## src/music_pkg.sv

```systemverilog
`default_nettype none

package music_pkg;

	// song select and word address widths
	localparam int SONG_W = 2;
	localparam int ADDR_W = 5;

	// field widths of one note word
	localparam int NOTE_W = 6;
	localparam int DUR_W = 6;

	// one ROM word, note 0 is a rest, duration counts beats
	typedef struct packed {
		logic [NOTE_W-1:0] note;
		logic [DUR_W-1:0] duration;
	} note_word_t;

	// song reader FSM states
	typedef enum logic [2:0] {
		IDLE,
		FETCH,
		SEND,
		WAIT_NOTE,
		ADVANCE
	} reader_state_t;

	// song content rule, shared by the ROM and the testbench
	function automatic note_word_t song_word(input logic [SONG_W-1:0] song,
			input logic [ADDR_W-1:0] addr);
		note_word_t w;
		int unsigned n;
		n = (32'(song) * 7 + 32'(addr) * 3) % 48 + 1;
		// every eighth word is a rest
		w.note = (addr[2:0] == 3'd7) ? '0 : NOTE_W'(n);
		// one to four beats, cycling with the address
		w.duration = DUR_W'(addr[1:0]) + DUR_W'(1);
		return w;
	endfunction

endpackage

`default_nettype wire

```

## src/music_player.sv

```systemverilog
`timescale 1ns/10ps
`default_nettype none

module music_player #(
	parameter int BEAT_DIV = 4,
	parameter int TONE_DIV = 1
) (
	input wire logic clk,
	input wire logic rst_n,
	input wire logic play,
	input wire logic [music_pkg::SONG_W-1:0] song,
	output music_pkg::note_word_t note_word,
	output logic new_note,
	output logic song_done,
	output logic note_done,
	output logic tone
);

	import music_pkg::*;

	logic [SONG_W+ADDR_W-1:0] rom_addr;
	note_word_t rom_data;
	logic active;
	logic sounding;
	logic [NOTE_W-1:0] note;

	// decode, address walk and note fetch
	song_reader u_reader (
		.clk(clk),
		.rst_n(rst_n),
		.play(play),
		.song(song),
		.note_done(note_done),
		.rom_addr(rom_addr),
		.rom_data(rom_data),
		.note_word(note_word),
		.new_note(new_note),
		.song_done(song_done)
	);

	song_rom u_rom (
		.clk(clk),
		.addr(rom_addr),
		.dout(rom_data)
	);

	// execute, beat timing of each note
	note_player #(
		.BEAT_DIV(BEAT_DIV)
	) u_player (
		.clk(clk),
		.rst_n(rst_n),
		.play(play),
		.note_word(note_word),
		.new_note(new_note),
		.note_done(note_done),
		.active(active),
		.sounding(sounding),
		.note(note)
	);

	// result, square wave out
	tone_gen #(
		.TONE_DIV(TONE_DIV)
	) u_tone (
		.clk(clk),
		.rst_n(rst_n),
		.sounding(sounding),
		.note(note),
		.tone(tone)
	);

	// reader never hands over a word while the player is still busy
	a_no_overlap: assert property (@(posedge clk) disable iff (!rst_n)
		new_note |-> !active);

endmodule

`default_nettype wire

```

## src/note_player.sv

```systemverilog
`timescale 1ns/10ps
`default_nettype none

module note_player #(
	parameter int BEAT_DIV = 4
) (
	input wire logic clk,
	input wire logic rst_n,
	input wire logic play,
	input wire music_pkg::note_word_t note_word,
	input wire logic new_note,
	output logic note_done,
	output logic active,
	output logic sounding,
	output logic [music_pkg::NOTE_W-1:0] note
);

	import music_pkg::*;

	// at least one bit even for one clock per beat
	localparam int DIV_W = (BEAT_DIV > 1) ? $clog2(BEAT_DIV) : 1;

	// note being played
	note_word_t cur;
	// clocks inside the current beat
	logic [DIV_W-1:0] div_cnt;
	// beats already elapsed
	logic [DUR_W-1:0] beat_cnt;
	logic beat_end;

	assign beat_end = (div_cnt == DIV_W'(BEAT_DIV - 1));

	// last clock of the last beat, only while play is held
	assign note_done = active && play && beat_end &&
		(beat_cnt == cur.duration - DUR_W'(1));

	always_ff @(posedge clk or negedge rst_n) begin
		if (!rst_n) begin
			active <= 1'b0;
			div_cnt <= '0;
			beat_cnt <= '0;
		end else if (new_note) begin
			// counting restarts with every new word
			active <= 1'b1;
			div_cnt <= '0;
			beat_cnt <= '0;
		end else if (active && play) begin
			if (note_done)
				active <= 1'b0;
			if (beat_end) begin
				div_cnt <= '0;
				beat_cnt <= beat_cnt + DUR_W'(1);
			end else begin
				div_cnt <= div_cnt + DIV_W'(1);
			end
		end
		// play low leaves both counters frozen
	end

	// payload, loaded with the strobe
	always_ff @(posedge clk) begin
		if (new_note)
			cur <= note_word;
	end

	assign note = cur.note;

	// rests and pauses stay silent
	assign sounding = active && play && (cur.note != '0);

	// a zero-beat word would never finish
	a_dur_nonzero: assert property (@(posedge clk) disable iff (!rst_n)
		new_note |-> note_word.duration != '0);

endmodule

`default_nettype wire

```

## src/song_reader.sv

```systemverilog
`timescale 1ns/10ps
`default_nettype none

module song_reader (
	input wire logic clk,
	input wire logic rst_n,
	input wire logic play,
	input wire logic [music_pkg::SONG_W-1:0] song,
	input wire logic note_done,
	output logic [music_pkg::SONG_W+music_pkg::ADDR_W-1:0] rom_addr,
	input wire music_pkg::note_word_t rom_data,
	output music_pkg::note_word_t note_word,
	output logic new_note,
	output logic song_done
);

	import music_pkg::*;

	reader_state_t state;
	reader_state_t state_nxt;

	// song select latched at song start
	logic [SONG_W-1:0] song_q;
	// word address inside the song
	logic [ADDR_W-1:0] addr;
	// word held for the player once the strobe is gone
	note_word_t word_q;
	logic last_addr;

	assign last_addr = (addr == '1);

	// ROM always sees the latched song
	assign rom_addr = {song_q, addr};

	always_comb begin
		state_nxt = state;
		case (state)
			// wait for play and latch the song select on the way out
			IDLE:
				if (play)
					state_nxt = FETCH;
			// ROM read in flight
			FETCH:
				state_nxt = SEND;
			// word is valid on rom_data and strobes to the player
			SEND:
				state_nxt = WAIT_NOTE;
			// player is timing the note
			WAIT_NOTE:
				if (note_done)
					state_nxt = ADVANCE;
			// step the address and go back to idle at the end of the song
			ADVANCE:
				state_nxt = last_addr ? IDLE : FETCH;
			default:
				state_nxt = IDLE;
		endcase
	end

	always_ff @(posedge clk or negedge rst_n) begin
		if (!rst_n) begin
			state <= IDLE;
			song_q <= '0;
			addr <= '0;
		end else begin
			state <= state_nxt;
			// a mid-song change of select waits for the next start
			if (state == IDLE && play)
				song_q <= song;
			// wraps from 31 back to 0 at the end of the song
			if (state == ADVANCE)
				addr <= addr + ADDR_W'(1);
		end
	end

	// payload register captures the ROM word during SEND
	always_ff @(posedge clk) begin
		if (state == SEND)
			word_q <= rom_data;
	end

	// during SEND the word comes straight from the ROM
	assign note_word = (state == SEND) ? rom_data : word_q;

	assign new_note = (state == SEND);
	assign song_done = (state == ADVANCE) && last_addr;

	// the player only finishes a note the reader is waiting on
	a_done_in_wait: assert property (@(posedge clk) disable iff (!rst_n)
		note_done |-> state == WAIT_NOTE);

endmodule

`default_nettype wire

```

## src/song_rom.sv

```systemverilog
`timescale 1ns/10ps
`default_nettype none

module song_rom (
	input wire logic clk,
	input wire logic [music_pkg::SONG_W+music_pkg::ADDR_W-1:0] addr,
	output music_pkg::note_word_t dout
);

	import music_pkg::*;

	// four songs of 32 words each
	localparam int DEPTH = 2 ** (SONG_W + ADDR_W);

	note_word_t rom_table [DEPTH];

	// table contents fixed at elaboration
	// upper address bits pick the song, lower bits the word
	for (genvar i = 0; i < DEPTH; i++) begin : g_fill
		assign rom_table[i] = song_word(SONG_W'(i >> ADDR_W), ADDR_W'(i));
	end

	// registered read, data one clock after the address
	always_ff @(posedge clk) begin
		dout <= rom_table[addr];
	end

endmodule

`default_nettype wire

```

## src/tone_gen.sv

```systemverilog
`timescale 1ns/10ps
`default_nettype none

module tone_gen #(
	parameter int TONE_DIV = 1
) (
	input wire logic clk,
	input wire logic rst_n,
	input wire logic sounding,
	input wire logic [music_pkg::NOTE_W-1:0] note,
	output logic tone
);

	import music_pkg::*;

	// wide enough for the longest half-period, 64 units
	localparam int CNT_W = $clog2((1 << NOTE_W) * TONE_DIV + 1);

	logic [CNT_W-1:0] cnt;
	logic [CNT_W-1:0] cnt_eff;
	// half-period in clocks
	logic [CNT_W-1:0] half;
	logic [NOTE_W-1:0] note_q;
	logic note_chg;
	logic tone_q;

	assign half = (CNT_W'(note) + CNT_W'(1)) * CNT_W'(TONE_DIV);

	// a new note starts its half-period from scratch
	assign note_chg = (note != note_q);
	assign cnt_eff = note_chg ? '0 : cnt;

	always_ff @(posedge clk or negedge rst_n) begin
		if (!rst_n) begin
			cnt <= '0;
			tone_q <= 1'b0;
			note_q <= '0;
		end else begin
			note_q <= note;
			if (!sounding) begin
				cnt <= '0;
				tone_q <= 1'b0;
			end else if (cnt_eff == half - CNT_W'(1)) begin
				cnt <= '0;
				tone_q <= ~tone_q;
			end else begin
				cnt <= cnt_eff + CNT_W'(1);
			end
		end
	end

	// mute at once when sounding drops, not a clock later
	assign tone = tone_q & sounding;

endmodule

`default_nettype wire
```

## config.mk

```make
export PLATFORM = sky130hd
export DESIGN_NAME = music_player
export DESIGN_NICKNAME = d
export VERILOG_FILES = /design/src/music_pkg.sv /design/src/music_player.sv /design/src/note_player.sv /design/src/song_reader.sv /design/src/song_rom.sv /design/src/tone_gen.sv
export SDC_FILE = /design/constraint.sdc
export NUM_CORES = 1
export LEC_CHECK = 0
export BUFFER_PORTS_ARGS = -buffer_cell sky130_fd_sc_hd__buf_2
export CORE_MARGIN = 2
export CORE_UTILIZATION = 55
export DETAILED_ROUTE_END_ITERATION = 12
export PLACE_DENSITY = 0.83
export SLEW_MARGIN = 0
export SYNTH_ARGS = -nofsm -noshare
export SYNTH_HDL_FRONTEND = slang
export SYNTH_SLANG_ARGS = --single-unit
```

## constraint.sdc

```tcl
create_clock -name clk -period 4.9 [get_ports clk]
set_input_delay 0.49 -clock clk [delete_from_list [all_inputs] [get_ports clk]]
set_output_delay 0.49 -clock clk [all_outputs]
set_load 0.005 [all_outputs]
```

==> run summary <==
Reg2Reg Depth = 6
first-pass GRT wire length = 9960 um
pwr/cell area = 277 nW/um^2
count leader, synth = dfrtp_1
final setup fails = 0
GRT overflow = 0
RSZ-0062 raised after global routing = no
Fmax = 346 MHz
hpwl dp = 4070 um
sequential share of power = 0.570
area leader, netlist = dfrtp_1
post-cts resize count = 0
Via Count = 2176
Area growth syn-to-layout = 10.4%
vias per inst = 5.45
initial antenna violation count = 0
Clock Latency Late Sink = 340 ps
clk slew on worst S/H paths = 70 ps
asr flop ratio synth = 0.500
# hold bufs at CTS = 0
CP required = 4410 ps
main area contributors after synthesis = dfrtp_1, dfxtp_1, edfxtp_1
die area = 6500 um^2
1st-pass router iterations = 5
# fillers = 448
Initial Util = 0.579
Final min period = 2890 ps
Synthesis Warnings = 0
worst-path fanout max = 20
core region area = 5570 um^2
Chip Height = 80.6 um
GRT Overall Usage = 0.206
num rows = 27
P_sw = 210 uW
Crit path max-delay family = simple AND/OR/NAND/NOR gates
FF+latch area = 1610 um^2
peak supply drop = 148 uV
Synth Area in Compound Gates = 0.109
Routed Antenna Nets = 0
buffers and inverters on the worst path = 2
CP endpoint kind = primary output
fin cells = 399
dominant synthesized flop cell = dfrtp_1
Final #Nets = 341
Synth top cells by count = dfrtp_1, nor2_1, nand2_1
Sinks on Clock Net = 66
Fin Setup TNS = 0 ps
Ports = 21
worst-margin pin slew = 760 ps
drt initial violations = 151
logic gate share of total power = 0.012
R2R Setup Slk = 2680 ps
relative slew slack = 0.486
gpl congestion = 0.896
# Post-CTS Setup Buffers = 0
clk root buf = clkbuf_8
Post-Synth Adder-Cell Area = 0.0543
syn_area_per_cell = 10.7 um^2
syn nets = 321
Max clock buf depth = 2
Yosys reg bits = 66
die width = 80.6 um
Static Leakage = 1.55 nW
Worst setup SP type = register
IO buf count = 20
final hold violations = 0
Post-Synth XOR/XNOR Area = 0.0876
layout cell share with drive strength beyond 1 = 0.208
DRC Markers = 0
fin crit share = 0.590
Critical path origin = u_reader.state[2]
vias in the first global route = 2143
Post-synth EDFFs = 12
Syn Inst Count = 302
Hold WC Path Type = in2async
Routed WL per cell = 14.1 um
Final Max Slew Viols = 0
Worst R2R End = u_rom.dout[9]
Simple-Gate Fraction of Synth Area = 0.166
met3 global-route usage = 0.0674
register area share after synthesis = 0.498
WS Path Type = reg2out
multiplexer share of the synthesized area = 0.0566
routing usage on met2 = 0.328
met1 Resource Use GR = 0.259
largest net degree at the start of global routing = 34
dpl cells = 383
clk_skew = 9.99 ps
Slowest-stage cell, CP = nor2_2
Power Internal = 775 uW
Worst path depth = 5
overall routed net length = 5620 um
Switching Share = 0.213
Critical Path AT = 2400 ps
max-cap viol count = 0
outcome = complete, no violations
n_diodes = 0
largest family of logic cells by synthesized area = simple AND/OR/NAND/NOR gates
TritonCTS Buffers = 9
Crit path largest cell delay = 500 ps
Mapped Area = 3230 um^2
Multi-input gate area = 1530 um^2
post-synth top area share = 0.256
H-tree levels = 3
worst path cell trace = nand2b_1 > nor2_2 > buf_4 > mux2_2 > buf_2
CTS tree = done
Netlist cell types = 53
worst r2r src = u_reader.addr[1]
crit path capture = note_word[7]
busiest grt layer = met2
Clock power frac = 0.418
-- layer usage --
metal	wire (um)	part of all wire
met5	0	0
met4	83	0.015
met3	232	0.041
met2	2780	0.49
met1	2520	0.45
-- cells in the final DEF, fill, tap and decap left out, types with 10 or more instances in the layout --
master    Yosys  routed
nand3_1      10      10
mux2_2       12      12
nand2_1      24      24
dfrtp_1      33      33
dfxtp_1      21      21
edfxtp_1     12      12
a21oi_1      12      12
xnor2_1      13      13
ha_1         14      14
o21ai_0      16      16
xor2_1       10      10
inv_1        12      12
nor3_1       10      10
buf_2         1      20
nor2_1       27      26
-- power groups by stage --
| stage | clock network [mW] | logic (mW) | registers [mW] |
|---|---|---|---|
| final | 0.412 | 0.0116 | 0.562 |
| after global routing | 0.453 | 0.0141 | 0.562 |
| after CTS | 0.423 | 0.0121 | 0.562 |
| after detailed placement | 0 | 0.0121 | 0.573 |
| after global placement | 0 | 0.0120 | 0.573 |
| after floorplan | 0 | 0.00669 | 0.569 |
-- final cells by class --
| type | instances | share of cell area |
|---|---|---|
| flip-flops and latches | 66 | 0.451 |
| multi-input cells | 211 | 0.429 |
| well taps | 72 | 0.0253 |
| inverters | 13 | 0.0137 |
| clock buffers | 12 | 0.0439 |
| repair buffers | 21 | 0.0302 |
| clock inverters | 4 | 0.00668 |
-- how the worst min path moves through the flow --
| stage | to | slack (ps) | cells past startpoint |
|---|---|---|---|
| finish | u_player.active | 210 | 1 |
| global route | u_tone.cnt[4] | 270 | 1 |
| global placement | u_reader.word_q[3] | 470 | 1 |
| detailed placement | u_reader.word_q[4] | 470 | 1 |
| floorplan | u_player.active | 190 | 0 |
| CTS | u_reader.state[1] | 220 | 1 |
-- cell families after synthesis --
kind of cell,Yosys count
xor+xnor,28
flops,66
simple gates,104
compound gates,50
fa+ha+maj,14
mux,15
buf+inv,25
-- worst register-to-register path, stage by stage, from the launching register on --
cell and delay (ps):
dfrtp_1 530, inv_1 240, ha_1 470, nor2_1 60
a211oi_1 240, a31oi_1 70, mux4_2 490
-- flip-flops by register name, indices dropped and copies added, names as in the netlist, 3 cells and up --
signal and cells:
u_rom.dout 9, u_player.cur 6, u_tone.cnt 7, u_reader.word_q 12, u_reader.addr 5, u_tone.note_q 6
u_reader.state 3, u_player.beat_cnt 6, u_player.note 6
-- per-stage QoR --
stage | util | worst slack (ps) | area [um^2] | hold WS [ps] | power, mW
5_1_grt | 0.639 | 1820 | 3560 | 268 | 1.03
3_3_place_gp | 0.607 | 2450 | 3380 | 466 | 0.585
3_5_place_dp | 0.607 | 2400 | 3380 | 472 | 0.585
6_report | 0.639 | 2010 | 3560 | 211 | 0.985
2_1_floorplan | - | 2840 | 3230 | 194 | 0.576
4_1_cts | 0.639 | 2000 | 3560 | 223 | 0.996
(Power assumes the default switching activity.)
